<file path="src/rsa_pkg.sv">
package rsa_pkg;

  // lanes per operand bank, same as buffer lanes in this design
  localparam int X = 4;
  // lanes per transpose buffer word
  localparam int L = 4;

  // one signed lane
  localparam int RSA_DW = 16;
  // one lane product
  localparam int PROD_DW = 2 * RSA_DW;
  // dot product, two guard bits for the sum over four lanes
  localparam int ACC_DW = 2 * RSA_DW + 2;

  // flattened buffer word and operand bank
  localparam int BUS_DW = L * RSA_DW;
  localparam int BANK_DW = X * RSA_DW;
  // index of one output lane
  localparam int LANE_AW = $clog2(X);
  // DIR_NEW moves one half of the word into the low half of the bank
  localparam int NEW_HALF = L / 2;

  // transpose buffer geometry
  localparam int TB_DEPTH = 16;
  localparam int TB_AW = $clog2(TB_DEPTH);

  // select word, bit 2 destination, bits 1:0 direction
  localparam int TB_DOUTA_SEL_DW = 3;
  localparam int SEL_DST_BIT = 2;
  localparam int DIR_DW = 2;

  // destination codes
  localparam logic TBA_A = 1'b0;
  localparam logic TBA_M = 1'b1;

  // direction codes
  localparam logic [DIR_DW-1:0] DIR_IDLE = 2'b00;
  localparam logic [DIR_DW-1:0] DIR_POS = 2'b01;
  localparam logic [DIR_DW-1:0] DIR_NEG = 2'b10;
  localparam logic [DIR_DW-1:0] DIR_NEW = 2'b11;

  // command spacing, keeps skewed lanes of two commands apart
  localparam int CMD_GAP = 4;
  // command edge to last lane in the banks
  localparam int MAP_LAT = L + 1;

endpackage
</file>
<file path="src/rsa_dot_stage.sv">
module rsa_dot_stage (
  input  logic                                  clk,
  input  logic                                  sys_rst,
  input  logic [rsa_pkg::BANK_DW-1:0]           A_TB_douta,
  input  logic [rsa_pkg::BANK_DW-1:0]           M_TB_douta,
  input  logic                                  m_done,
  output logic signed [rsa_pkg::ACC_DW-1:0]     result,
  output logic                                  result_valid
);
  import rsa_pkg::*;

  // signed views of the bank lanes
  logic signed [RSA_DW-1:0]  a_lane [X];
  logic signed [RSA_DW-1:0]  m_lane [X];
  // one product per lane
  logic signed [PROD_DW-1:0] prod [X];
  logic signed [ACC_DW-1:0]  dot_sum;

  for (genvar j = 0; j < X; j++) begin : g_lane
    assign a_lane[j] = A_TB_douta[j*RSA_DW +: RSA_DW];
    assign m_lane[j] = M_TB_douta[j*RSA_DW +: RSA_DW];
    // full width product, no overflow
    assign prod[j] = a_lane[j] * m_lane[j];
  end

  // adder chain, products sign extended into the accumulator width
  always_comb begin
    dot_sum = '0;
    for (int j = 0; j < X; j++) begin
      dot_sum = dot_sum + prod[j];
    end
  end

  // strobe follows m_done by one cycle
  always_ff @(posedge clk) begin
    if (sys_rst) begin
      result_valid <= 1'b0;
    end else begin
      result_valid <= m_done;
    end
  end

  // result holds until the next M vector completes
  always_ff @(posedge clk) begin
    if (m_done) begin
      result <= dot_sum;
    end
  end

  // command gap upstream keeps results at least a cycle apart
  a_single_pulse: assert property (@(posedge clk) disable iff (sys_rst)
    result_valid |=> !result_valid);

endmodule

</file>
<file path="config.mk">
export PLATFORM = sky130hd
export DESIGN_NAME = rsa_dot_stage
export DESIGN_NICKNAME = d
export VERILOG_FILES = /design/src/rsa_pkg.sv /design/src/rsa_dot_stage.sv
export SDC_FILE = /design/constraint.sdc
export NUM_CORES = 2
export LEC_CHECK = 0
export BUFFER_PORTS_ARGS = -buffer_cell sky130_fd_sc_hd__buf_2
export CORE_UTILIZATION = 48
export DETAILED_ROUTE_END_ITERATION = 10
export GPL_TIMING_DRIVEN = 1
export HOLD_SLACK_MARGIN = 0.03
export MAX_ROUTING_LAYER = met4
export SLEW_MARGIN = 15
export SYNTH_ARGS = -nofsm -noshare
export SYNTH_HDL_FRONTEND = slang
export SYNTH_SLANG_ARGS = --single-unit
export TNS_END_PERCENT = 30
</file>
<file path="constraint.sdc">
create_clock -name clk -period 12.9 [get_ports clk]
set_clock_uncertainty 0.05 [all_clocks]
set_input_delay 1.29 -clock clk [delete_from_list [all_inputs] [get_ports clk]]
set_output_delay 1.29 -clock clk [all_outputs]
set_load 0.01 [all_outputs]
</file>
==> flow_summary.toml <==
[timing]
fin_hold_ws_ns = 1.09
max_freq_mhz = 99.9
finalHoldViolCount = 0
finalCriticalPeriod_ns = 10.01
slew_headroom_pct = 35.0
setup_viol_count_final = 0
period_share_pct = 77.6
setup_tns_ns = 0
rsz0062_at_grt = "no"
max_slew.worst_pin.slew_ns = 0.975
finalMaxSlewViolations = 0

[run_status]
status = "finished clean"

[floorplan]
core-area_mm2 = 0.0855
core.rowCount = 107
ioPinCount = 166
initial_utilization_pct = 48.7
die_area_mm2 = 0.0880
fp.dieW_um = 297
die_height_um = 297

[synth]
synth_area_mm2 = 0.0417
synth_edf_count = 34
synthCells = 4255
yosysSeqAreaShare_pct = 2.50
yosysUniqueCellTypes = 56
synth_top_area_share_pct = 61.0
synth_seq_cells = 35
synth_top_cell_by_area = "fa_1"
synthArstFlopShare_pct = 0
yosys_warnings = 0
ys.flop_type = "edfxtp_1"
avgSynthCellArea_um2 = 9.79
synth_area_leaders = "fa_1 61%, inv_1 12%, and2_1 7.3%, ha_1 7.3%, nand2_1 4.4%"
syn-num-nets = 5899

[min_path]
holdCritPathClass = "input port to flip-flop"
worstHoldPathCells = 2
holdCritStartpoint = "sys_rst"
worstHoldEndpoint = "result_valid"

[detailed_routing]
antenna_left = 0
drtIter0Drc = 1347
vias = 27000
routed_wl_um = 108000
first_pass_iters = 6
wl_per_cell_um = 19.8
vias_per_cell = 4.95
drc = 0

[global_route]
grt_pass1_wl_um = 174000
grtUsageTotal_pct = 27.5
antenna_found_initial = 8
grt_max_degree = 36
first_global_vias = 30000
grt-ovfl-total = 0

[clock_tree]
cts_max_level = 2
clk_pin_slew_worst_paths_ns = 0.06
cts_made_buffers = 5
clockBufferDepth = 2
cts-root-buf = "clkbuf_16"
postCtsHoldBufs = 0
cts_tree = "done"
cts_resized = 0
post_cts_buffers = 0
cts.sinks = 35

[layout]
drive_gt1_share_pct = 4.38
fin_cells = 5444
area_delta_synth_final_pct = 4.60
filler_cell_count = 8017
final_common_cell = "inv_1"
nets = 5939
layout_common_cells = "1335 x inv_1, 1269 x fa_1, 490 x nand2_1"

[worst_setup_path]
path_common_cell = "fa_1"
required_ns = 12.87
cpPeakStageDelay_ns = 0.93
worstPathArrival_ns = 9.98
cp_slowest_cell = "fa_1"
crit_type = "input port to flip-flop"
end_kind = "flip-flop"
cp-start-kind = "input port"
critPathMaxFanout = 16

[placement]
portBuffers = 165
dp.cells = 5432
post-dp-hpwl_um = 96300
place.gp.congestion = 0.894

[flow_run]
cap_violations = 0
[state kept, by name (all words and copies together) (netlist names)]
signal        flops
result_valid      1
result           34
[worst max-delay path by stage]
stage,cells after the start,slack (ns),start,end
6_report,26,2.89,M_TB_douta[17],result[33]
2_1_floorplan,25,3.42,A_TB_douta[47],result[32]
3_3_place_gp,26,2.69,M_TB_douta[17],result[33]
3_5_place_dp,26,2.61,A_TB_douta[31],result[33]
4_1_cts,26,2.89,A_TB_douta[31],result[33]
5_1_grt,26,2.52,A_TB_douta[31],result[33]
[stage by stage]
| step | cell area [um2] | util (%) | setup slack (ns) |
|---|---|---|---|
| floorplan | 41700 | - | 3.42 |
| global placement | 43400 | 50.8 | 2.69 |
| detailed placement | 43400 | 50.8 | 2.61 |
| CTS | 43600 | 50.9 | 2.89 |
| global route | 43600 | 51.0 | 2.52 |
| finish | 43600 | 51.0 | 2.89 |
[worst max-delay path, delay by kind of cell]
kind | cells | cell delay (ns)
AND/OR/NAND/NOR | 4 | 0.84
buffers and inverters | 7 | 1.01
AO/OA/AOI/OAI | 3 | 0.68
adder cells (fa/ha/maj) | 11 | 6.01
XOR/XNOR | 1 | 0.13
[logic make-up (layout without fill, tap and decap cells)]
| kind of cell | count (synthesis) | in the layout | share of synthesized area, % |
|---|---|---|---|
| AOI/OAI and AO/OA | 85 | 85 | 1.48 |
| xor gates and xnor gates | 51 | 51 | 1.07 |
| adders and majority gates | 1513 | 1513 | 68.3 |
| buffers and inverters | 1469 | 1510 | 13.3 |
| DFF | 35 | 35 | 2.50 |
| muxes | 2 | 2 | 0.0480 |
| other | 0 | 4 | 0 |
| and+or+nand+nor | 1100 | 1100 | 13.4 |
[cells in the mapped netlist (2+ instances only)]
cell type     n
a31oi_1       3
ha_1        244
o21a_1        4
nor2b_1      17
xor2_1       10
inv_1      1335
o21bai_1      2
nor3_1        5
o21ai_0      12
o221a_2       2
or3_1         2
nor2_1       36
nand4_1       2
xnor2_1      41
nand2b_1     34
nand2_1     490
o211ai_1      9
nand3_1      13
a21oi_1      24
buf_1         3
and2_1      489
a21boi_1      2
a211oi_1      3
buf_2         2
fa_1       1269
a21o_1        7
edfxtp_1     34
clkbuf_1    128
a211oi_2      2
and3_1        2
mux2i_1       2
nand3b_1      3
[metal layers]
layer | track usage [%] | vias to the layer above | wire length, um
met1 | 36.6 | 14300 | 44700
li1 | - | 11900 | -
met3 | 2.90 | 101 | 5590
met4 | 6.20 | 0 | 2870
met2 | 45.7 | 675 | 54600
met5 | - | - | 0
[layout make-up]
cell class / count / area [um2] / share of cell area, %
Multi-Input combinational cell: 2751 / 35100 / 80.5
Timing Repair Buffer: 167 / 841 / 1.93
Antenna cell: 4 / 10.0 / 0.0230
Inverter: 1335 / 5010 / 11.5
Clock inverter: 1 / 5.00 / 0.0115
Clock buffer: 7 / 143 / 0.327
Tap cell: 1144 / 1430 / 3.28
Sequential cell: 35 / 1040 / 2.39
Power is not shown: default switching activity piles up to over one toggle a cycle in this logic, so the estimate is an artifact.
